$ cat src/hw/frontend_cfg.svh
`ifndef FRONTEND_CFG_SVH
`define FRONTEND_CFG_SVH

// fetch starts here out of reset
`define FE_RESET_PC     32'h1eceb000

// cache line and bmem burst geometry
`define FE_LINE_BITS    256
`define FE_BEAT_BITS    64
`define FE_BEATS        4

// direct mapped, 16 sets of 32 bytes
`define FE_SETS         16

// instruction queue entries
`define FE_QUEUE_DEPTH  8

`endif
$ cat src/hw/frontend_pkg.sv
`include "frontend_cfg.svh"

package frontend_pkg;

    // byte address on both the cache and bmem side
    typedef logic [31:0] addr_t;

    // one full cache line as assembled by the adapter
    typedef logic [`FE_LINE_BITS-1:0] line_t;

    // one bmem burst beat
    typedef logic [`FE_BEAT_BITS-1:0] beat_t;

    // what dispatch consumes, one instruction with its pc
    typedef struct packed {
        addr_t       pc;
        logic [31:0] inst;
    } fetch_packet_t;

endpackage

$ cat src/hw/cacheline_adapter.sv
`timescale 1ns/10ps
`include "frontend_cfg.svh"

module cacheline_adapter
import frontend_pkg::*;
(
    input  logic  clk,
    input  logic  rst,

    input  beat_t bmem_rdata_i,
    input  logic  bmem_rvalid_i,

    output line_t line_o,
    output logic  line_valid_o
);

    localparam int CNT_BITS = $clog2(`FE_BEATS);
    localparam logic [CNT_BITS-1:0] LAST_BEAT = CNT_BITS'(`FE_BEATS - 1);

    logic [CNT_BITS-1:0] cnt_q;  // beat slot for the next rvalid
    line_t               line_q;
    logic                valid_q;

    always_ff @(posedge clk) begin
        if (rst) begin
            cnt_q   <= '0;
            valid_q <= 1'b0;
        end else begin
            valid_q <= bmem_rvalid_i && (cnt_q == LAST_BEAT);
            if (bmem_rvalid_i) begin
                cnt_q <= cnt_q + 1'b1;  // wraps back to slot 0 after the last beat
            end
        end
    end

    // lowest address beat lands in the low slot
    always_ff @(posedge clk) begin
        if (bmem_rvalid_i) begin
            line_q[cnt_q*`FE_BEAT_BITS +: `FE_BEAT_BITS] <= bmem_rdata_i;
        end
    end

    assign line_o       = line_q;
    assign line_valid_o = valid_q;

endmodule : cacheline_adapter

$ cat config.mk
export PLATFORM = sky130hd
export DESIGN_NAME = cacheline_adapter
export DESIGN_NICKNAME = d
export VERILOG_FILES = /design/src/hw/frontend_pkg.sv /design/src/hw/cacheline_adapter.sv
export VERILOG_INCLUDE_DIRS = /design/src /design/src/hw
export SDC_FILE = /design/constraint.sdc
export NUM_CORES = 1
export LEC_CHECK = 0
export BUFFER_PORTS_ARGS = -buffer_cell sky130_fd_sc_hd__clkbuf_2
export CAP_MARGIN = 20
export CORE_UTILIZATION = 50
export DETAILED_ROUTE_END_ITERATION = 10
export GPL_TIMING_DRIVEN = 0
export PLACE_DENSITY = 0.88
export SYNTH_ARGS = -nofsm -noshare
export SYNTH_HDL_FRONTEND = slang
export SYNTH_SLANG_ARGS = --single-unit
$ cat constraint.sdc
create_clock -name clk -period 3.8 [get_ports clk]
set_input_delay 0.38 -clock clk [delete_from_list [all_inputs] [get_ports clk]]
set_output_delay 0.38 -clock clk [all_outputs]
set_load 0.05 [all_outputs]
After elaboration in Yosys (flattened, before gate mapping):

Cells that the tools add are included.

* $add $sub $neg: 2
* shift-type cells: 2
* reduce and logical (&&, ||, !) cells: 1
* multiplexer cells: 1
* eq/ne operators: 1

Operators with widths (count)
* $bwmux 256: 1
* $shift 64x34->256 const A: 1
* $shiftx 64x34->256: 1
* $neg 8->34: 1
* $add 2x1->2 const B: 1
* $eq 2x2->1 const B: 1
* $logic_and 1x1->1: 1

* input port bits: 67
* output and inout port bits: 257
* word-level logic and storage cells: 10
* bits in registers: 259

Depth between registers and ports, before layout:

* depth after elaboration: 3
* depth in mapped cells: 6
* gate-level depth less buffers: 4

Worst setup path before layout:

OpenSTA, ideal clock, no wires.

* path kind: register to register
* from: register, netlist name cnt_q[0]
* to: register line_q[0] (netlist: line_o[0]), enable pin
* stages on the path, launching flop included: 4
* path buffers: 0
* slack: 1030 ps
* arrival: 2341 ps
* period minus slack after synthesis: 2770 ps
* library setup time: 429 ps
* required time: 3371 ps
* cell sequence: dfxtp_1 -> inv_1 -> ha_1 -> and2_1

RTL lines
* end signal, assigned by index: line cacheline_adapter.sv:39 `` line_q[cnt_q*`FE_BEAT_BITS +: `FE_BEAT_BITS] <= bmem_rdata_i; ``
* end, declared: line cacheline_adapter.sv:21 `line_t line_q;`

Worst setup path in the final report:

* from: register cnt_q[0]
* to: register line_q[156] (netlist: line_o[156]) (data pin)

* cells in the longest elaborated chain, start to end: 3
* elaborated cells between the ends (all ways): 4
* classes of those cells: add/sub: 1; shift: 2; mux: 1

Ends and longest elaborated chain
* start, declared: line cacheline_adapter.sv:20 `logic [CNT_BITS-1:0] cnt_q;`
* start signal, assigned: line cacheline_adapter.sv:31 `cnt_q <= cnt_q + 1'b1;`
* $neg 8->34 *: line cacheline_adapter.sv:39
* $shiftx 64x34->256 / $shift 64x34->256 (equally long branches): line cacheline_adapter.sv:39
* $bwmux 256 *: line cacheline_adapter.sv:39

Every way passes the cells marked *; elsewhere a longest branch is shown, timed or not.
A chain may end at the register's enable or synchronous reset.

==> impl_metrics.tcl <==
set metrics [dict create \
    synth-edff-count 256 \
    ant_nets 0 \
    fillCellCount 1339 \
    synth_ff_type "edfxtp_1" \
    yosys_warnings 0 \
    p_leak_uw 0.00574 \
    cts.sinks 259 \
    synth_most_common_cell "edfxtp_1" \
    netlist_instances 585 \
    die_h_um 142 \
    antenna_found_initial 1 \
    worst_ep_required_time_ns 4.18 \
    start_util_pct 51.8 \
    syn_area_per_cell_um2 16.8 \
    synthArstFlopShare_pct 0 \
    vias 6823 \
    grt_pass1_vias 6773 \
    finalHoldViolCount 0 \
    synth.area.top_cells "edfxtp_1 78%, and3_1 12%, and2_1 4.4%" \
    detail_route.wl_per_cell_um 25.8 \
    clock.fmax_mhz 408 \
    row_count 50 \
    coreArea_um2 19000 \
    met1_length_um 11900 \
    cp.arrival_ns 2.83 \
    top_layer_used "met4" \
    holdBufCountCts 0 \
    clockRootBuffer "clkbuf_16" \
    path_class "reg2reg" \
    cp_max_fo 10 \
    final_nets 1012 \
    n_antenna_cell 0 \
    yosys_register_bits 259 \
    hp-class "in2reg" \
    netlist.area_leader.share_pct 78.3 \
    end_kind "register" \
    portBuffers 323 \
    area_growth_pct 29.6 \
    finalCritPeriodShare_pct 64.5 \
    chipWidth_um 142 \
    place_congestion 0.841 \
    dr.pass1.iters 5 \
    viasPerCell 5.59 \
    reg2reg_slack_ns 1.35 \
    reg2reg_to "line_o[156]" \
    cts_made_buffers 26 \
    rsz0062_at_grt "no" \
    power_density_nw_per_um2 559 \
    drive_gt1_share_pct 43.5 \
    clk_latency_ns 0.53 \
    peakVddDrop_uv 358 \
    cts_tree "yes" \
    ctsResizeCount 0 \
    grt.overflow.total 0 \
    grt_util_all_layers_pct 30.8 \
    fin_util_pct 67.1 \
    drtIter0Drc 703 \
    wl_met3_um 3270 \
    drt_wl_total_um 31500 \
    skew_ns 0.0212 \
    maxSlewHeadroom_pct 46.1 \
    yosys-top-cells-count "256 x edfxtp_1, 186 x and3_1, 69 x and2_1" \
    startpoint "cnt_q[0]" \
    min_period_ns 2.45 \
    cp-endpoint "line_o[156]" \
    drv_cap 0 \
    wl_met2_um 15400 \
    grt_max_degree 55 \
    place_hpwl_um 21000 \
    clkTransAtPathRegs_ns 0.07 \
    synth.distinct_cells 19 \
    worstReg2RegStart "cnt_q[0]" \
    dp_cells 1172 \
    grt_pass1_wl_um 43900 \
    synthesis.nets 657 \
    post_cts_buffers 0 \
    cp-start-kind "register" \
    reg2reg_depth 5 \
    synth_top_cell_by_area "edfxtp_1" \
    yosysSeqAreaShare_pct 78.9 \
    status "finished clean" \
    finalNonFillerCells 1220 \
    worst_slew_pin_slew_ns 0.809 \
    syn_area_um2 9820 \
    slew_violations 0 \
    pin_count 324 \
    htree_levels 1 \
    setup_violations 0 \
    drc 0 \
    worst_hold_slack_ns 0.0498 \
    fp.dieArea_um2 20200 \
    cts.path.max_buffers 3 \
]
==> worst max-delay path, cell delays in order, from the launching register on <==
cell	delay, ns
dfxtp_1	0.59
inv_1	0.16
ha_1	0.37
nor2_2	0.27
clkbuf_1	0.65
and3_1	0.27
==> metrics by stage <==
step                TNS (ns)  setup slack, ns  cell area [um2]  power (uW)
floorplan                  0             1.03             9820        4140
global placement       -6.77           -0.113            11800        4550
detailed placement         0             1.42            11900        4580
CTS                        0             1.38            12700        7100
global route               0             1.26            12700        7260
finish                     0             1.35            12700        7110
==> registers in the layout, summed over array words and instances, names as in the netlist <==
signal        count
line_valid_o      1
cnt_q             2
line_o          256
==> final cells by class <==
type	instances	area [um2]	share of cell area, %
Buffer	48	282	2.21
Clock buffer	32	694	5.46
Clock inverter	16	164	1.29
Inverter	2	7.51	0.0590
Multi-Input combinational cell	276	1800	14.1
Sequential cell	259	7750	60.9
Tap cell	260	325	2.56
Timing Repair Buffer	327	1710	13.4
==> worst min-delay path by stage <==
stage / slack [ns] / start / cells after the start / endpoint
6_report: 0.05 / rst / 2 / cnt_q[0]
5_1_grt: 0.05 / rst / 2 / cnt_q[0]
4_1_cts: 0.04 / rst / 2 / cnt_q[0]
3_5_place_dp: 0.58 / cnt_q[1] / 2 / cnt_q[1]
3_3_place_gp: 0.54 / cnt_q[1] / 2 / cnt_q[1]
2_1_floorplan: 0.45 / rst / 1 / line_valid_o
==> power by group <==
part	switching, uW	internal, uW
Clock	1070	1510
Sequential	45.2	3290
Combinational	945	252
Total	2060	5050
==> placed cells by master, fill, tap and decap left out, types with 4 or more instances in the layout <==
cell type	instances
clkbuf_2	323
edfxtp_1	256
and3_1	186
and2_1	65
buf_2	36
clkbuf_16	27
clkbuf_1	9
clkinv_2	8
buf_6	7
ha_1	5
and2_4	4
==> kinds of logic after synthesis <==
family                   share of synthesized area [%]
AND/OR/NAND/NOR                                   17.4
flip-flops                                        78.9
buffers and inverters                             2.94
adder cells (fa/ha/maj)                          0.637
XOR/XNOR                                        0.0892
multiplexers                                     0.102
==> metal layers <==
metal  vias to the layer above  global-route usage, %
li1                       2911                      -
met1                      3351                   40.6
met2                       494                   50.8
met3                        67                   6.66
met4                         0                   10.6
met5                         -                      0
Power figures use the tool's default switching activity.
