## config.mk

```make
export PLATFORM = sky130hd
export DESIGN_NAME = fetch_pc
export DESIGN_NICKNAME = d
export VERILOG_FILES = /design/src/hw/frontend_pkg.sv /design/src/hw/fetch_pc.sv
export VERILOG_INCLUDE_DIRS = /design/src /design/src/hw
export SDC_FILE = /design/constraint.sdc
export NUM_CORES = 1
export LEC_CHECK = 0
export BUFFER_PORTS_ARGS = -buffer_cell sky130_fd_sc_hd__buf_2
export CORE_ASPECT_RATIO = 1.2
export CORE_MARGIN = 2
export CORE_UTILIZATION = 30
export DETAILED_ROUTE_END_ITERATION = 10
export SETUP_SLACK_MARGIN = 0.4
export SYNTH_ARGS = -nofsm -noshare
export SYNTH_HDL_FRONTEND = slang
export SYNTH_SLANG_ARGS = --single-unit
```

## constraint.sdc

```tcl
create_clock -name clk -period 1.9 [get_ports clk]
set_input_delay 0.095 -clock clk [delete_from_list [all_inputs] [get_ports clk]]
set_output_delay 0.095 -clock clk [all_outputs]
set_load 0.01 [all_outputs]
```

## src/hw/frontend_cfg.svh

```systemverilog
`ifndef FRONTEND_CFG_SVH
`define FRONTEND_CFG_SVH

// fetch starts here out of reset
`define FE_RESET_PC     32'h1eceb000

// cache line and bmem burst geometry
`define FE_LINE_BITS    256
`define FE_BEAT_BITS    64
`define FE_BEATS        4

// direct mapped, 16 sets of 32 bytes
`define FE_SETS         16

// instruction queue entries
`define FE_QUEUE_DEPTH  8

`endif
```

## src/hw/frontend_pkg.sv

```systemverilog
`include "frontend_cfg.svh"

package frontend_pkg;

    // byte address on both the cache and bmem side
    typedef logic [31:0] addr_t;

    // one full cache line as assembled by the adapter
    typedef logic [`FE_LINE_BITS-1:0] line_t;

    // one bmem burst beat
    typedef logic [`FE_BEAT_BITS-1:0] beat_t;

    // what dispatch consumes, one instruction with its pc
    typedef struct packed {
        addr_t       pc;
        logic [31:0] inst;
    } fetch_packet_t;

endpackage

```

## src/hw/fetch_pc.sv

```systemverilog
`timescale 1ns/10ps
`include "frontend_cfg.svh"

module fetch_pc
import frontend_pkg::*;
(
    input  logic          clk,
    input  logic          rst,

    input  logic          full_i,
    input  logic          redirect_i,
    input  addr_t         redirect_pc_i,

    input  logic          resp_i,
    input  logic [31:0]   resp_inst_i,
    output logic          req_o,
    output addr_t         req_addr_o,

    output logic          enq_o,
    output fetch_packet_t enq_packet_o
);

    addr_t pc_q;
    logic  pending_q;  // one request in flight
    logic  drop_q;     // in-flight response belongs to the old path
    logic  accept;

    assign req_o      = !pending_q && !full_i && !redirect_i;
    assign req_addr_o = pc_q;

    assign accept       = resp_i && !drop_q && !redirect_i;  // redirect wins over enqueue
    assign enq_o        = accept;
    assign enq_packet_o = '{pc: pc_q, inst: resp_inst_i};

    always_ff @(posedge clk) begin
        if (rst) begin
            pc_q      <= `FE_RESET_PC;
            pending_q <= 1'b0;
            drop_q    <= 1'b0;
        end else begin
            if (redirect_i) begin
                pc_q <= redirect_pc_i;
            end else if (accept) begin
                pc_q <= pc_q + 32'd4;
            end

            if (req_o) begin
                pending_q <= 1'b1;
            end else if (resp_i) begin
                pending_q <= 1'b0;
            end

            if (resp_i) begin
                drop_q <= 1'b0;
            end else if (redirect_i && pending_q) begin
                drop_q <= 1'b1;  // cache still finishes, word is discarded
            end
        end
    end

endmodule : fetch_pc

```

# == Word-level counts from Yosys, hierarchy flattened ==
# Cells that the tools add are included.
# classes
addsub,1
mux,4
n_reduce_logical,12
# op_table
operator,n
32-bit 2-to-1 mux,2
32-bit by 3-bit adder with 32-bit output (second input constant),1
1-bit logical AND,5
1-bit zero test,4
2-bit nonzero test,2
1-bit 2-to-1 mux,2
2-bit OR reduction,1
# word_totals
regBits,34
inputBits,69
out_inout_bits,98
elab_cells,20

# == Longest topological paths before layout ==
# depth
word_depth,5
mapped_depth,5
depth_no_buf,5

# == Worst setup path before layout ==
# OpenSTA, ideal clock, no wires.
# synth_timing
path_kind,flip-flop to flip-flop
start,"reg pc_q[2], in the netlist req_addr_o[2]"
end,"reg pc_q[18], in the netlist req_addr_o[18]"
setup_time_ps,74
arrival_time_ps,1626
t_required_ps,1826
setup_slack_ps,200
path_stages_with_launch,6
n_path_buf,0
period_less_slack_ps,1700
path_cell_list,dfxtp_1 ha_1 and4b_1 nand2_1 or4_1 a31oi_1
# synth_via
elab_chain_len,3
# synth_lines
element,line_no,rtl
from (decl),fetch_pc.sv:23,addr_t pc_q;
from (signal assigned),fetch_pc.sv:37,pc_q <= `FE_RESET_PC;
from (signal assigned),fetch_pc.sv:42,pc_q <= redirect_pc_i;
from (signal assigned),fetch_pc.sv:44,pc_q <= pc_q + 32'd4;
32-bit by 3-bit adder with 32-bit output,fetch_pc.sv:44,
32-bit 2-to-1 mux,fetch_pc.sv:43,end else if (accept) begin
32-bit 2-to-1 mux,fetch_pc.sv:41,if (redirect_i) begin
# No other way between the ends. The select of a mux whose other input is x is not followed.
# A chain may end at the register's enable or synchronous reset.

# == Worst setup path in the final report ==
# layout_timing
start,"reg pc_q[10], in the netlist req_addr_o[10]"
end,"reg pc_q[18], in the netlist req_addr_o[18]"
# Same word-level chain as after synthesis.

==> out/metrics.cfg <==
[clock_network]
clkSlewWorstSetupHoldPaths_ns = 0.07
cts_tree = done
cts_root_buf = clkbuf_8
cts_inserted_buffers = 5
postCtsHoldBufs = 0
ctsHtreeMaxLevel = 2
clock_latency_ns = 0.29
clock-sinks = 34
clk_path_buf_depth = 2

[yosys]
synth_cell_types = 48
yosys_warnings = 0
synthTopCellsByArea = dfxtp_1, buf_4, nor2_1
synth-edff-count = 0
netlist.area_leader.share = 0.277
synthFlopType = dfxtp_1
yosysTopAreaCell = dfxtp_1
syn_avg_cell_area_sq_um = 8.17
async_flop_share = 0
synth_seq_cells = 34
synth_area_sq_um = 2460
synth.most_common_cell = buf_4
synthCells = 301
synth_nets = 371
seq_area_frac_synth = 0.277
synth_common_cells = buf_4, dfxtp_1, nor2_1

[drt]
route.detailed.drc = 0
drt_iter0_markers = 88
first_pass_iters = 4
routed_wl_microns = 7640
detail-route-antenna-nets = 0
vias_per_cell = 5.19
wl_per_cell_microns = 16.1
vias = 2471

[sta]
worstMarginPinSlew_ns = 0.583
rsz0062_at_grt = yes
fmax_mhz = 650
fin_tns_setup_ns = 0
finalHoldViolations = 0
min_period_over_period = 0.810
slew_violations = 0
fin_skew_ns = 0.00400
finalSetupViolations = 0
slew_headroom = 0.610
period_minus_slack_ns = 1.54

[global_routing]
grt.overflow.total = 0
grt_max_degree = 34
antenna_found_initial = 0
grt_util_all_layers = 0.160
grt_pass1_wl_microns = 11200
grt_pass1_vias = 2252

[placement]
gp_congestion = 0.876
port-buffer-count = 102
dp_hpwl_microns = 5210
place_area_sq_um = 2680

[setup_path]
cp-end-kind = flop
cp-start-kind = flop
path_class = reg2reg
required_ns = 2.11
worstPathMaxFanout = 6
arrival_ns = 1.75

[pwr]
power_mw = 1.78
power.leakage_nw = 1.41
ir_drop_mv = 0.224
p_comb_frac = 0.252
clock_power_share = 0.290
switching_power_mw = 0.565
power.density_nw_per_um2 = 538
seq_power_share = 0.458
switching_share = 0.318
intPower_mw = 1.21

[run_status]
outcome = completed

[floorplanning]
io_pins = 167
start_util = 0.305
row_count = 36
die_y_microns = 103
die_w_microns = 86.7
die_area_sq_um = 8940
core-area_sq_um = 8060

[finish]
final_core_util = 0.410
fin_area_sq_um = 3300
diodes = 0
fin_nets = 451
area_growth_pct = 34.3
drive_gt1_frac = 0.570

[run]
cap_violations = 0

[hold_path]
min-delay-path-class = in2reg

cells by family (layout without fill, tap and decap cells):
logic type / after synthesis / count (layout) / share of synthesized area
mux: 2 / 2 / 0.00814
fa+ha+maj: 1 / 1 / 0.00509
buf+inv: 90 / 170 / 0.239
simple gates: 111 / 111 / 0.261
compound gates: 51 / 51 / 0.167
flops: 34 / 34 / 0.277
xor+xnor: 12 / 12 / 0.0427
power by group through the flow:
stage | clock network [mW] | registers [mW] | logic (mW)
floorplan | 0 | 0.867 | 0.300
global placement | 0 | 0.855 | 0.366
detailed placement | 0 | 0.860 | 0.364
CTS | 0.529 | 0.818 | 0.420
global route | 0.570 | 0.823 | 0.492
finish | 0.516 | 0.814 | 0.448
critical path, stage by stage, from the launching register on:
cell,delay (ns)
dfxtp_4,0.37
nand4_4,0.16
or2_4,0.30
or4_1,0.46
a31oi_1,0.16
layout make-up:
cell class / count / area, sq um
fillers: 808 / 4760
multi-input cells: 177 / 1390
repair buffers: 150 / 913
flip-flops and latches: 34 / 757
well taps: 95 / 119
clock buffers: 7 / 76.3
inverters: 13 / 48.8
registers in the layout, summed over array words and instances, names as in the netlist:
name	count
drop_q	1
pending_q	1
req_addr_o	32
metal layers:
metal,GRT usage,share of wire,vias up
li1,-,-,1196
met1,0.196,0.40,1176
met2,0.278,0.52,82
met3,0.0333,0.061,17
met4,0.0577,0.016,0
met5,0,0,-
repair_timing:
item,4_1_cts,5_1_grt
setup endpoints to repair,19,25
hold endpoints to repair,0,0
resized for setup,29,37
cloned,0,1
buffers inserted,26,13
pin swaps,13,20
cells in the final DEF (no fill, tap or decap), types with 5 or more instances in the layout:
master	n
a311oi_1	8
dfxtp_4	19
buf_4	38
inv_1	12
a211oi_1	11
buf_2	102
nand2_1	13
nor2_1	24
buf_6	8
clkbuf_8	5
a21oi_1	5
nor3_1	15
xnor2_1	8
nand4_1	8
dfxtp_1	11
stage by stage:
stage               hold slack [ns]  instances  worst slack, ns
finish                       0.0360        476            0.362
global route                 0.0362        476            0.289
CTS                          0.0265        462            0.364
detailed placement            0.190        429            0.229
global placement              0.190        429            0.242
floorplan                     0.174        301            0.359
worst paths after layout:
| check | to | depth (start not counted) | slack, ns | from |
|---|---|---|---|---|
| worst max register to register | req_addr_o[18]$_SDFFE_PP1N_ | 4 | 0.36 | req_addr_o[10]$_SDFFE_PP0N_ |
| worst min-delay path | drop_q$_SDFFE_PP0P_ | 2 | 0.04 | resp_i |
| worst min register to register | req_addr_o[1]$_SDFFE_PP0P_ | 2 | 0.52 | req_addr_o[1]$_SDFFE_PP0P_ |
| worst max-delay path | req_addr_o[18]$_SDFFE_PP1N_ | 4 | 0.36 | req_addr_o[10]$_SDFFE_PP0N_ |
Note: power is estimated with default switching activity, not from simulation.
