`src/hw/frontend_cfg.svh`:
```
`ifndef FRONTEND_CFG_SVH
`define FRONTEND_CFG_SVH

// fetch starts here out of reset
`define FE_RESET_PC     32'h1eceb000

// cache line and bmem burst geometry
`define FE_LINE_BITS    256
`define FE_BEAT_BITS    64
`define FE_BEATS        4

// direct mapped, 16 sets of 32 bytes
`define FE_SETS         16

// instruction queue entries
`define FE_QUEUE_DEPTH  8

`endif
```
`src/hw/frontend_pkg.sv`:
```
`include "frontend_cfg.svh"

package frontend_pkg;

    // byte address on both the cache and bmem side
    typedef logic [31:0] addr_t;

    // one full cache line as assembled by the adapter
    typedef logic [`FE_LINE_BITS-1:0] line_t;

    // one bmem burst beat
    typedef logic [`FE_BEAT_BITS-1:0] beat_t;

    // what dispatch consumes, one instruction with its pc
    typedef struct packed {
        addr_t       pc;
        logic [31:0] inst;
    } fetch_packet_t;

endpackage

```
`src/hw/fetch_queue.sv`:
```
`timescale 1ns/10ps
`include "frontend_cfg.svh"

module fetch_queue
import frontend_pkg::*;
(
    input  logic          clk,
    input  logic          rst,

    input  logic          flush_i,
    input  logic          enq_i,
    input  fetch_packet_t enq_packet_i,
    input  logic          deq_i,

    output fetch_packet_t head_o,
    output logic          empty_o,
    output logic          full_o
);

    localparam int PTR_BITS = $clog2(`FE_QUEUE_DEPTH);
    localparam logic [PTR_BITS:0] DEPTH = (PTR_BITS + 1)'(`FE_QUEUE_DEPTH);

    fetch_packet_t       mem_q [`FE_QUEUE_DEPTH];
    logic [PTR_BITS-1:0] wr_ptr_q;
    logic [PTR_BITS-1:0] rd_ptr_q;
    logic [PTR_BITS:0]   count_q;
    logic                do_enq;
    logic                do_deq;

    assign empty_o = (count_q == '0);
    assign full_o  = (count_q == DEPTH);
    assign do_deq  = deq_i && !empty_o;
    assign do_enq  = enq_i && !full_o;
    assign head_o  = mem_q[rd_ptr_q];

    always_ff @(posedge clk) begin
        if (rst || flush_i) begin
            wr_ptr_q <= '0;
            rd_ptr_q <= '0;
            count_q  <= '0;
        end else begin
            wr_ptr_q <= wr_ptr_q + PTR_BITS'(do_enq);  // depth is a power of two
            rd_ptr_q <= rd_ptr_q + PTR_BITS'(do_deq);
            count_q  <= count_q + (PTR_BITS + 1)'(do_enq) - (PTR_BITS + 1)'(do_deq);
        end
    end

    always_ff @(posedge clk) begin
        if (do_enq && !flush_i) begin
            mem_q[wr_ptr_q] <= enq_packet_i;
        end
    end

endmodule : fetch_queue

```
`config.mk`:
```
export PLATFORM = sky130hd
export DESIGN_NAME = fetch_queue
export DESIGN_NICKNAME = d
export VERILOG_FILES = /design/src/hw/frontend_pkg.sv /design/src/hw/fetch_queue.sv
export VERILOG_INCLUDE_DIRS = /design/src /design/src/hw
export SDC_FILE = /design/constraint.sdc
export NUM_CORES = 1
export LEC_CHECK = 0
export ABC_AREA = 1
export ABC_CLOCK_PERIOD_IN_PS = 18300
export BUFFER_PORTS_ARGS = -buffer_cell sky130_fd_sc_hd__buf_2
export CAP_MARGIN = 20
export CORE_MARGIN = 4
export CORE_UTILIZATION = 45
export DETAILED_ROUTE_END_ITERATION = 8
export PLACE_DENSITY = 0.6
export SLEW_MARGIN = 20
export SYNTH_ARGS = -nofsm -noshare
export SYNTH_HDL_FRONTEND = slang
export SYNTH_SLANG_ARGS = --single-unit
```
`constraint.sdc`:
```
create_clock -name clk -period 18.3 [get_ports clk]
set_input_delay 1.83 -clock clk [delete_from_list [all_inputs] [get_ports clk]]
set_output_delay 1.83 -clock clk [all_outputs]
set_load 0.1 [all_outputs]
```
== After elaboration in Yosys (flattened, before gate mapping) ==
Memory sizes are Yosys's and may differ from the RTL's. A register that Yosys moved wholly into a read port is not among the register bits.
Index checks and enable logic that the tools add are counted.

* Memory bits (writable): 512
* Logic and storage cells: 20
* Bits in registers: 10
* Memories kept: 1

{| class="wikitable"
|+ Memories
! name !! depth !! width !! read ports !! clocked after Yosys merged registers in !! write ports !! RTL line !! text
|-
| mem_q || 8 || 64 || 1 || 1 || 1 || fetch_queue.sv:23 || <nowiki>fetch_packet_t mem_q [`FE_QUEUE_DEPTH];</nowiki>
|}

* Eq/ne operators: 1
* Add/sub/neg operators: 4
* Reductions and logical operators: 8
* Muxes and demuxes: 3

{| class="wikitable"
|+ Operator list
! operator !! count
|-
| adder 3 x 1 -> 3 bit || 2
|-
| adder 4 x 1 -> 4 bit || 1
|-
| == test 4 bit, second input constant || 1
|-
| logical NOT 4 bit || 1
|-
| subtractor 4 x 1 -> 4 bit || 1
|-
| logical AND 1 bit || 3
|-
| logical NOT 1 bit || 3
|-
| 2-to-1 mux 3 bit || 1
|-
| 2-to-1 mux 1 bit || 2
|-
| logical OR 1 bit || 1
|}

== Depth between registers and ports, before layout ==
* Depth after elaboration: 6
* Depth in mapped cells: 11
* Depth with buffers taken out: 11

== Least setup slack after synthesis ==
Ideal clock, no wire load.

* Path kind: input -> register
* Start: in flush_i
* End: mem mem_q[6][0] (netlist bit), enable pin
* Required time: 17735 ps
* Path slack: 11290 ps
* Library setup time: 565 ps
* Stages: 3
* Arrival: 6445 ps
* Path buffers: 0
* Cell sequence: inv_1 > nand3_1 > nor3_1

* Word-level cells in the longest chain between the ends: 4

{| class="wikitable"
|+ Ends and longest elaborated chain
! what !! RTL line !! text
|-
| start, declared || fetch_queue.sv:10 || <nowiki>input logic flush_i,</nowiki>
|-
| logical NOT 1 bit || fetch_queue.sv:49 || <nowiki>if (do_enq && !flush_i) begin</nowiki>
|-
| logical AND 1 bit || fetch_queue.sv:49 ||
|-
| 2-to-1 mux 1 bit || fetch_queue.sv:49 ||
|-
| 2-to-1 mux 1 bit (not written as such) || fetch_queue.sv:50 || <nowiki>mem_q[wr_ptr_q] <= enq_packet_i;</nowiki>
|-
| end, declared || fetch_queue.sv:23 ||
|}

Every way passes these cells.

==> impl_metrics.json <==
{
  "outcome": "completed",
  "cts_buffer_depth": 3,
  "syn-cell-area_mm2": 0.02294,
  "die_area_mm2": 0.05466,
  "cts_resized": 0,
  "ys.warnings.count": 0,
  "synth_edf_count": 512,
  "wl_met1_mm": 22.74,
  "critPathArrivalTime_ns": 3.73,
  "vdd_drop_max_mv": 0.06737,
  "crit_slowest_cell": "inv_4",
  "start_util": 0.4564,
  "path_max_fanout": 71,
  "p_leak_nw": 11.72,
  "hold-path-cell-count": 2,
  "power_density_mw_per_mm2": 101.9,
  "place.gp.congestion": 0.7603,
  "critPathMaxStageDelay_ns": 0.82,
  "cp_top_family": "buffers and inverters",
  "dr_wl_met3_mm": 2.692,
  "portBuffers": 134,
  "wirelength_mm": 51.32,
  "htreeDepth": 2,
  "vias_per_cell": 4.710,
  "reg2reg_depth": 6,
  "start_kind": "flop",
  "gr-usage-all-layers": 0.1862,
  "via_count": 14690,
  "synth-main-ff-cell": "edfxtp_1",
  "hp-class": "reg -> reg",
  "io_pins": 135,
  "worst_pin_slew_ns": 1.123,
  "worstPathCellList": "inv_4 > buf_4 > nand3_1 > nand2_1 > nand2_1 > nand2_1 > buf_2",
  "netlist_instances": 2290,
  "grt_pass1_vias": 14110,
  "drv_slew": 0,
  "critical_path_depth": 7,
  "syn_nets": 2370,
  "firstDrtPassIters": 5,
  "netlist_top_cells_count": "838 x nand2_1, 532 x inv_1, 512 x edfxtp_1",
  "ys_seq_area_frac": 0.6788,
  "die_h_um": 233.8,
  "hold_violations": 0,
  "rows": 82,
  "tritoncts": "yes",
  "synthArstFlopShare": 0,
  "wire_per_inst_um": 16.45,
  "cts_root_buf": "clkbuf_16",
  "maxCapViolCount": 0,
  "hpwl_mm": 25.91,
  "postLayoutCellArea_mm2": 0.02569,
  "syn_area_per_cell_um2": 10.02,
  "die_x_um": 233.8,
  "critPathKind": "reg -> out",
  "grt_pass1_wl_mm": 78.81,
  "overflow": 0,
  "clk-insertion-delay-late_ns": 0.60,
  "critPathRequiredTime_ns": 16.47,
  "ys_ff_latch": 522,
  "max_freq_ghz": 0.1798,
  "path_buf_inv": 3,
  "clkTransAtPathRegs_ns": 0.06,
  "power.total_mw": 2.619,
  "drtAntennaViolNets": 0,
  "fin_skew_ns": 0.02452,
  "post_dp_cell_area_mm2": 0.02406,
  "highest_layer": "met5",
  "cts_made_buffers": 53,
  "antenna_found_initial": 6,
  "setup_tns_ns": 0,
  "yosysMostFrequentCell": "nand2_1",
  "area_delta_synth_final_pct": 11.98,
  "clkSinkCount": 522,
  "yosys-top-cells-area": "edfxtp_1 67%, nand2_1 14%, inv_1 8.7%",
  "coreArea_mm2": 0.05027,
  "end_kind": "output pin",
  "fin_crit_sh": 0.3040,
  "synth_top_area_frac": 0.6701,
  "synth.distinct_cells": 20,
  "post-route-drc-count": 0,
  "drive_above_1_share": 0.09734,
  "cp_common_cell": "nand2_1",
  "relSlewSlack": 0.2512,
  "setup_viol": 0,
  "grt_start_max_net_pins": 231,
  "post_cts_buffers": 0,
  "rsz0062_at_grt": "false",
  "min_period_ns": 5.563,
  "nets": 2485,
  "drt_iter0_markers": 935,
  "synth_area_leader_cell": "edfxtp_1",
  "hold_buffers": 0,
  "wl_met2_mm": 24.89
}
==> worst reg2reg max path, delay by kind of cell (launching register included) <==
kind	cells	cell delay, ns
simple gates	3	1.14
buf+inv	2	0.91
fa+ha+maj	1	0.20
flops	1	0.30
==> final timing paths <==
kind,startpoint,end,slack [ns]
worst min-delay path,wr_ptr_q[2],wr_ptr_q[2],0.59
worst max register to register,count_q[2],mem_q[5][58],15.33
worst min register to register,wr_ptr_q[2],wr_ptr_q[2],0.59
worst max-delay path,rd_ptr_q[1],head_o[3],12.74
==> sequential cells by signal, summed over array words and instances, names as in the netlist <==
register and flops:
count_q 4, mem_q 512, rd_ptr_q 3, wr_ptr_q 3
==> logic make-up after synthesis <==
kind of cell    after synthesis  synth area share
simple gates               1119            0.1978
compound gates                2         0.0004363
buf+inv                     633            0.1154
flops                       522            0.6788
xor+xnor                      3          0.001145
fa+ha+maj                    11          0.006326
==> layout by cell type, fill, tap and decap left out, types with 2 or more instances in the layout <==
cell,netlist,final
xnor2_1,3,3
clkinv_1,1,15
inv_1,532,531
buf_2,54,134
clkinv_2,0,8
dfxtp_4,0,3
nor3_2,0,8
nand2_1,838,838
bufinv_16,0,2
nand3_1,260,260
ha_1,10,10
a21oi_1,2,2
buf_4,8,22
edfxtp_1,512,512
dfxtp_1,10,7
clkbuf_16,0,54
clkbuf_1,2,15
nor2_1,12,12
diode_2,0,3
==> report_power, final <==
| part | switching [mW] | internal [mW] |
|---|---|---|
| Clock | 0.439 | 0.568 |
| Sequential | 0.00579 | 1.33 |
| Combinational | 0.228 | 0.0509 |
| Total | 0.672 | 1.95 |
==> through the flow <==
step	setup WS, ns	hold slack (ns)	utilization	cells
finish	12.74	0.5858	0.5111	3120
global route	12.48	0.6133	0.5109	3117
CTS	12.65	0.5733	0.5104	3116
detailed placement	13.30	0.5547	0.4786	3021
global placement	13.27	0.5417	0.4786	3021
floorplan	11.29	0.5179	-	2290
==> per-layer routing <==
| metal | track usage | vias to the layer above |
|---|---|---|
| met5 | 0 | - |
| met4 | 0.04846 | 6 |
| met3 | 0.03559 | 84 |
| met2 | 0.3184 | 311 |
| met1 | 0.2459 | 6948 |
| li1 | - | 7345 |
==> layout make-up <==
cell class	count	area, um^2
repair buffers	158	883.3
multi-input cells	1135	4761
fillers	4528	24580
diodes	3	7.507
clock inverters	26	188.9
clock buffers	69	1408
well taps	672	840.8
flip-flops and latches	522	15590
inverters	535	2018
Power figures use the tool's default switching activity.
