===== src/hw/frontend_cfg.svh =====
`ifndef FRONTEND_CFG_SVH
`define FRONTEND_CFG_SVH

// fetch starts here out of reset
`define FE_RESET_PC     32'h1eceb000

// cache line and bmem burst geometry
`define FE_LINE_BITS    256
`define FE_BEAT_BITS    64
`define FE_BEATS        4

// direct mapped, 16 sets of 32 bytes
`define FE_SETS         16

// instruction queue entries
`define FE_QUEUE_DEPTH  8

`endif

===== src/hw/frontend_pkg.sv =====
`include "frontend_cfg.svh"

package frontend_pkg;

    // byte address on both the cache and bmem side
    typedef logic [31:0] addr_t;

    // one full cache line as assembled by the adapter
    typedef logic [`FE_LINE_BITS-1:0] line_t;

    // one bmem burst beat
    typedef logic [`FE_BEAT_BITS-1:0] beat_t;

    // what dispatch consumes, one instruction with its pc
    typedef struct packed {
        addr_t       pc;
        logic [31:0] inst;
    } fetch_packet_t;

endpackage


===== src/hw/icache.sv =====
`timescale 1ns/10ps
`include "frontend_cfg.svh"

module icache
import frontend_pkg::*;
(
    input  logic        clk,
    input  logic        rst,

    input  logic        req_i,
    input  addr_t       req_addr_i,
    output logic        resp_o,
    output logic [31:0] resp_inst_o,

    input  logic        bmem_ready_i,
    output addr_t       bmem_addr_o,
    output logic        bmem_read_o,

    input  line_t       line_i,
    input  logic        line_valid_i
);

    localparam int OFFSET_BITS = $clog2(`FE_LINE_BITS / 8);
    localparam int INDEX_BITS  = $clog2(`FE_SETS);
    localparam int TAG_BITS    = 32 - INDEX_BITS - OFFSET_BITS;

    typedef enum logic [1:0] {
        S_IDLE,
        S_LOOKUP,
        S_WAIT_READY,
        S_WAIT_FILL
    } state_t;

    state_t state_q, state_d;

    line_t                 data_q [`FE_SETS];
    logic [TAG_BITS-1:0]   tag_q  [`FE_SETS];
    logic [`FE_SETS-1:0]   valid_q;

    addr_t                 addr_q;  // address of the request being served
    logic [INDEX_BITS-1:0] index;
    logic [TAG_BITS-1:0]   tag;
    logic [OFFSET_BITS-3:0] word_sel;
    logic                  hit;

    assign index    = addr_q[OFFSET_BITS +: INDEX_BITS];
    assign tag      = addr_q[31 -: TAG_BITS];
    assign word_sel = addr_q[OFFSET_BITS-1:2];
    assign hit      = valid_q[index] && (tag_q[index] == tag);

    assign resp_o      = (state_q == S_LOOKUP) && hit;
    assign resp_inst_o = data_q[index][word_sel*32 +: 32];
    assign bmem_addr_o = {tag, index, {OFFSET_BITS{1'b0}}};  // line aligned

    always_comb begin
        state_d     = state_q;
        bmem_read_o = 1'b0;
        unique case (state_q)
            S_IDLE: begin
                if (req_i) begin
                    state_d = S_LOOKUP;
                end
            end
            S_LOOKUP: begin
                if (hit) begin
                    state_d = S_IDLE;
                end else begin
                    bmem_read_o = bmem_ready_i;
                    state_d     = bmem_ready_i ? S_WAIT_FILL : S_WAIT_READY;
                end
            end
            S_WAIT_READY: begin
                if (bmem_ready_i) begin
                    bmem_read_o = 1'b1;
                    state_d     = S_WAIT_FILL;
                end
            end
            S_WAIT_FILL: begin
                if (line_valid_i) begin
                    state_d = S_LOOKUP;  // replay hits on the fresh line
                end
            end
            default: state_d = S_IDLE;
        endcase
    end

    always_ff @(posedge clk) begin
        if (rst) begin
            state_q <= S_IDLE;
            valid_q <= '0;
        end else begin
            state_q <= state_d;
            if (state_q == S_WAIT_FILL && line_valid_i) begin
                valid_q[index] <= 1'b1;
            end
        end
    end

    always_ff @(posedge clk) begin
        if (state_q == S_IDLE && req_i) begin
            addr_q <= req_addr_i;
        end
        if (state_q == S_WAIT_FILL && line_valid_i) begin
            data_q[index] <= line_i;
            tag_q[index]  <= tag;
        end
    end

endmodule : icache


===== config.mk =====
export PLATFORM = sky130hd
export DESIGN_NAME = icache
export DESIGN_NICKNAME = d
export VERILOG_FILES = /design/src/hw/frontend_pkg.sv /design/src/hw/icache.sv
export VERILOG_INCLUDE_DIRS = /design/src /design/src/hw
export SDC_FILE = /design/constraint.sdc
export NUM_CORES = 2
export LEC_CHECK = 0
export BUFFER_PORTS_ARGS = -buffer_cell sky130_fd_sc_hd__buf_2
export CORE_ASPECT_RATIO = 0.6
export CORE_MARGIN = 2
export CORE_UTILIZATION = 50
export DETAILED_ROUTE_END_ITERATION = 8
export PLACE_DENSITY = 0.66
export SLEW_MARGIN = 20
export SYNTH_ARGS = -nofsm -noshare
export SYNTH_HDL_FRONTEND = slang
export SYNTH_MEMORY_MAX_BITS = 65536
export SYNTH_SLANG_ARGS = --single-unit

===== constraint.sdc =====
create_clock -name clk -period 32.8 [get_ports clk]
set_clock_uncertainty 0.2 [all_clocks]
set_input_delay 6.56 -clock clk [delete_from_list [all_inputs] [get_ports clk]]
set_output_delay 6.56 -clock clk [all_outputs]
set_load 0.05 [all_outputs]

-- Yosys cells after proc, flatten, opt, wreduce, memory -nomap -nowiden
Memory sizes are Yosys's and may differ from the RTL's. A register that Yosys moved wholly into a read port is not among the register bits.
Index checks and enable logic that the tools add are counted.
- bits in latches: 0
- bits of input ports: 293
- memories: 2
- word-level logic and storage cells: 40
- output and inout port bits: 66
- bits in writable memories: 4464
- ROM bits: 0
- register bits after elaboration: 50
- memory list (memory ; words ; bits a word ; read ports ; clocked after Yosys merged registers in ; wr ports ; line ; RTL):
    data_q ; 16 ; 256 ; 1 ; 1 ; 1 ; icache.sv:36 ; line_t data_q [`FE_SETS];
    tag_q ; 16 ; 23 ; 1 ; 1 ; 1 ; icache.sv:37 ; logic [TAG_BITS-1:0] tag_q [`FE_SETS];
- bitwise gates (word level): 1
- multiply operators: 0
- equal/unequal tests: 7
- $add $sub $neg: 0
- muxes and demuxes: 17
- reduce and logical (&&, ||, !) cells: 7
- shifts and indexed selects: 1
- div/mod/pow operators: 0
- order comparisons: 2
- operators by type and width (cell ; number):
    indexed part select 256 x 9 -> 32 bit ; 1
    equality test 23 bit ; 1
    OR 16 bit ; 1
    2-to-1 mux 2 bit ; 4
    2-to-1 mux 4 bit ; 2
    one-hot mux 2 bit (4 select lines) ; 1
    2-to-1 mux 1 bit ; 7
    != test 2 bit, second input constant ; 3
    logical AND 1 bit ; 5
    less-than comparator 4 x 5 -> 1 bit, second input constant ; 1
    binary-select mux 1 bit (select 4 bit) ; 1
    demux 1 bit (select 4 bit) ; 1
    equality test 2 bit, second input constant ; 2
    >= comparator 4 x 1 -> 1 bit, second input constant ; 1
    AND reduction 3 bit ; 1
    equality test 2 x 1 -> 1 bit, second input constant ; 1
    zero test 2 bit ; 1
    one-hot mux 1 bit (2 select lines) ; 1

-- Logic depth before layout (Yosys ltp)
- depth in word-level cells: 5
- depth in mapped cells: 14
- depth with buffers taken out: 8

-- Least setup slack after synthesis
No wires, ideal clock.
- path kind: input-to-reg
- from: input port line_valid_i
- to: memory data_q[0][0] in the netlist's numbering, enable pin
- stages: 3
- path slack: 5546 ps
- setup time: 1263 ps
- path buffers: 0
- arrival time: 25791 ps
- required time: 31337 ps
- cell sequence: nand2_1 > or3_1 > nor3_1
- longest elaborated chain between the ends: 3
- ends and longest elaborated chain (element ; line ; RTL):
    start: declaration ; icache.sv:20 ; input logic line_valid_i
    logical AND 1 bit ; icache.sv:103 ; if (state_q == S_WAIT_FILL && line_valid_i) begin
    2-to-1 mux 1 bit ; icache.sv:103 ;
    2-to-1 mux 1 bit (implied by the code) ; icache.sv:104 ; data_q[index] <= line_i;
    end: declaration ; icache.sv:36 ;
Every way passes these cells.

==> run_results.csv <==
group,metric,value,unit
status,status,"finished, final reports clean",
power,power,0.0133,W
setup_path,critPathKind,"reg2out",
power,ir_drop,0.0583,mV
place,gp_congestion,0.737,
finish,layout.nets,7504,
worst_hold_path,whs_path_depth,2,
yosys,syn_area,172000,um2
die,dieHeight,458,um
yosys,synth_ff_type,"edfxtp_1",
drt,first_pass_iters,5,
power,p_int,0.0100,W
power,power_frac_seq,0.483,
yosys,synth-seq-area-share,0.788,
power,clkPwrFrac,0.350,
setup_path,arrival,9170,ps
clock_tree,clk_pin_slew,60,ps
die,rows,166,
power,p_leak,59.2,nW
power,p_sw,0.00333,W
yosys,synth_edf_count,4494,
power,switching_share,0.250,
clock_tree,hold_buffers,0,
finish,utilization,0.562,
setup_path,r2r_cells,6,
sta,setup_slack,16870,ps
drt,drc,0,
finish,drive_above_1_share,0.339,
yosys,synth.distinct_cells,52,
yosys,synthCells,6662,
sta,period_share,0.486,
sta,hold_violations,0,
grt,met3_usage,0.0456,
drt,vias_per_cell,6.35,
clock_tree,cts_resized,0,
sta,worstMarginPinSlew,1160,ps
setup_path,startpoint_type,"register",
sta,fmax,0.0628,GHz
setup_path,cp_max_fo,117,
finish,syn_to_final_growth,11.7,%
clock_tree,clock-sinks,4516,
grt,antenna_found_initial,148,
setup_path,cp.required,26040,ps
sta,slew_violations,0,
clock_tree,clock_latency,910,ps
die,die_area,348000,um2
drt,totalWireLength,405,mm
grt,grt_pass1_wl,577,mm
yosys,ys_ff_latch,4516,
drt,drt-wirelength-per-cell,33.4,um
drt,vias,76900,
place,port_buffers,351,
grt,grt.met2_usage,0.344,
sta,finalCriticalPeriod,15930,ps
sta,setup_violations,0,
grt,met1_usage,0.364,
clock_tree,ctsHtreeMaxLevel,5,
clock_tree,cts_buffer_depth,4,
worst_hold_path,worstHoldPathType,"reg2reg",
drt,antenna_left,0,
grt,grt_usage,0.231,
drt,dr.first_iter.drc_count,10100,
sta,rsz0062_at_grt,"no",
place,hpwl,218,mm
die,ios,359,
grt,grt_overflow_total,0,
clock_tree,numCtsBuffers,405,
clock_tree,cts_root_buf,"clkbuf_16",
setup_path,end_kind,"output pin",
place,pre_cts_slack,17470,ps
die,initial_core_util,0.503,
sta,finalSetupTns,0,ps
yosys,synth_warnings,0,
die,die_w,761,um
power,power_density,69.5,nW/um2
yosys,async_flop_share,0,
power,combPwrFrac,0.168,
yosys,avgSynthCellArea,25.8,um2
grt,grt_max_degree,150,
die,core_area,341000,um2
flow_run,cap_violations,0,
grt,busiest_layer,"met1",
sta,slew_headroom,0.224,
grt,grt_pass1_vias,77400,
clock_tree,post_cts_buffers,0,
clock_tree,cts_tree,"built",
[metal layers]
layer / vias up / part of all wire
met5: - / 0.00084
met4: 54 / 0.020
met3: 633 / 0.095
met2: 3702 / 0.46
met1: 42200 / 0.43
li1: 30400 / -
[worst max-delay path: stages, from the launching register on]
cell and delay, ps:
dfxtp_4 780, buf_12 660, buf_12 690, buf_4 790
buf_4 740, buf_4 860, buf_4 880, mux4_2 610
mux4_2 510, mux4_2 650, mux2_2 320, buf_2 240
[cells in the final DEF, fill, tap and decap left out, types with 5 or more instances in the layout]
cell type / netlist / final
nor2b_1: 9 / 9
clkinv_1: 0 / 83
diode_2: 0 / 44
mux2i_1: 72 / 72
inv_6: 0 / 8
buf_12: 0 / 23
buf_4: 63 / 131
and2_1: 6 / 6
xor2_1: 11 / 11
nand2_1: 26 / 26
bufinv_16: 0 / 35
buf_2: 108 / 351
dfxtp_1: 22 / 18
a22oi_1: 18 / 18
clkinvlp_4: 0 / 18
clkbuf_1: 176 / 79
a22o_1: 12 / 12
a21oi_1: 6 / 6
clkbuf_16: 0 / 416
nor3_1: 9 / 5
clkinv_2: 0 / 80
xnor2_1: 10 / 10
mux4_2: 1410 / 1410
a221oi_1: 7 / 7
nor2_1: 50 / 38
o21ai_0: 10 / 10
nor2_4: 0 / 12
edfxtp_1: 4494 / 4494
inv_1: 11 / 10
conb_1: 1 / 5
nand3_1: 8 / 8
mux2_2: 41 / 41
[worst paths after layout]
path	endpoint	startpoint	slack [ps]
max	resp_inst_o[29]	register	16870
min reg2reg	valid_q[2]$_SDFFE_PP0P_	valid_q[2]$_SDFFE_PP0P_	270
max reg2reg	data_q[11][70]$_DFFE_PP_	addr_q[5]$_DFFE_PP_	27360
min	valid_q[2]$_SDFFE_PP0P_	valid_q[2]$_SDFFE_PP0P_	270
[final cells by class]
class                   count  area, um2
clock inverters           232       2080
inverters                  11       41.3
repair buffers            507       3220
flip-flops and latches   4516     135000
multi-input cells        1766      34600
well taps                4536       5680
fillers                 24400     150000
clock buffers             497      10700
diodes                     44        110
[cell usage after synthesis, types with 3 or more instances]
cell type  number  area [um2]
edfxtp_1     4494      135000
mux4_2       1410       31800
clkbuf_1      176         661
buf_2         108         541
mux2i_1        72         721
buf_4          63         473
nor2_1         50         188
mux2_2         41         462
nand2_1        26        97.6
dfxtp_1        22         440
a22oi_1        18         135
buf_1          16        60.1
a22o_1         12         105
inv_1          11        41.3
xor2_1         11        96.3
buf_6          10         113
o21ai_0        10        50.1
xnor2_1        10        87.6
nor2b_1         9        56.3
nor3_1          9        45.0
nand3_1         8        40.0
a221oi_1        7        61.3
a21oi_1         6        30.0
and2_1          6        37.5
ha_1            4        50.1
nand2b_1        4        25.0
nand3b_1        4        30.0
nand4_1         4        25.0
nor3b_1         4        30.0
a211oi_1        3        22.5
a221oi_2        3        45.0
o22ai_1         3        18.8
or3_1           3        18.8
[power groups by stage]
stage          clock network (W)  logic (W)  registers (W)
2_1_floorplan                  0    0.00159        0.00652
3_3_place_gp                   0    0.00225        0.00655
3_5_place_dp                   0    0.00227        0.00656
4_1_cts                  0.00474    0.00228        0.00643
5_1_grt                  0.00495    0.00236        0.00643
6_report                 0.00466    0.00224        0.00643
[through the flow]
stage               hold WS (ps)  cells  instance area [um2]
global route                 300  12100               192000
floorplan                    235   6666               172000
global placement             245  11300               179000
CTS                          271  12100               192000
finish                       265  12100               192000
detailed placement           257  11300               179000
[cells by family after synthesis]
| family | share of synthesized area |
|---|---|
| buffers and inverters | 0.0110 |
| multiplexers | 0.192 |
| AO/OA/AOI/OAI | 0.00338 |
| other | 0.0000218 |
| flip-flops | 0.788 |
| adder cells (fa/ha/maj) | 0.000291 |
| XOR/XNOR | 0.00107 |
| AND/OR/NAND/NOR | 0.00396 |
[registers in the layout, summed over array words and instances, names as in the netlist, named ones only]
signal and cells:
addr_q 30, data_q 4096, state_q 2, tag_q 368, valid_q 16
(Power assumes the default switching activity.)
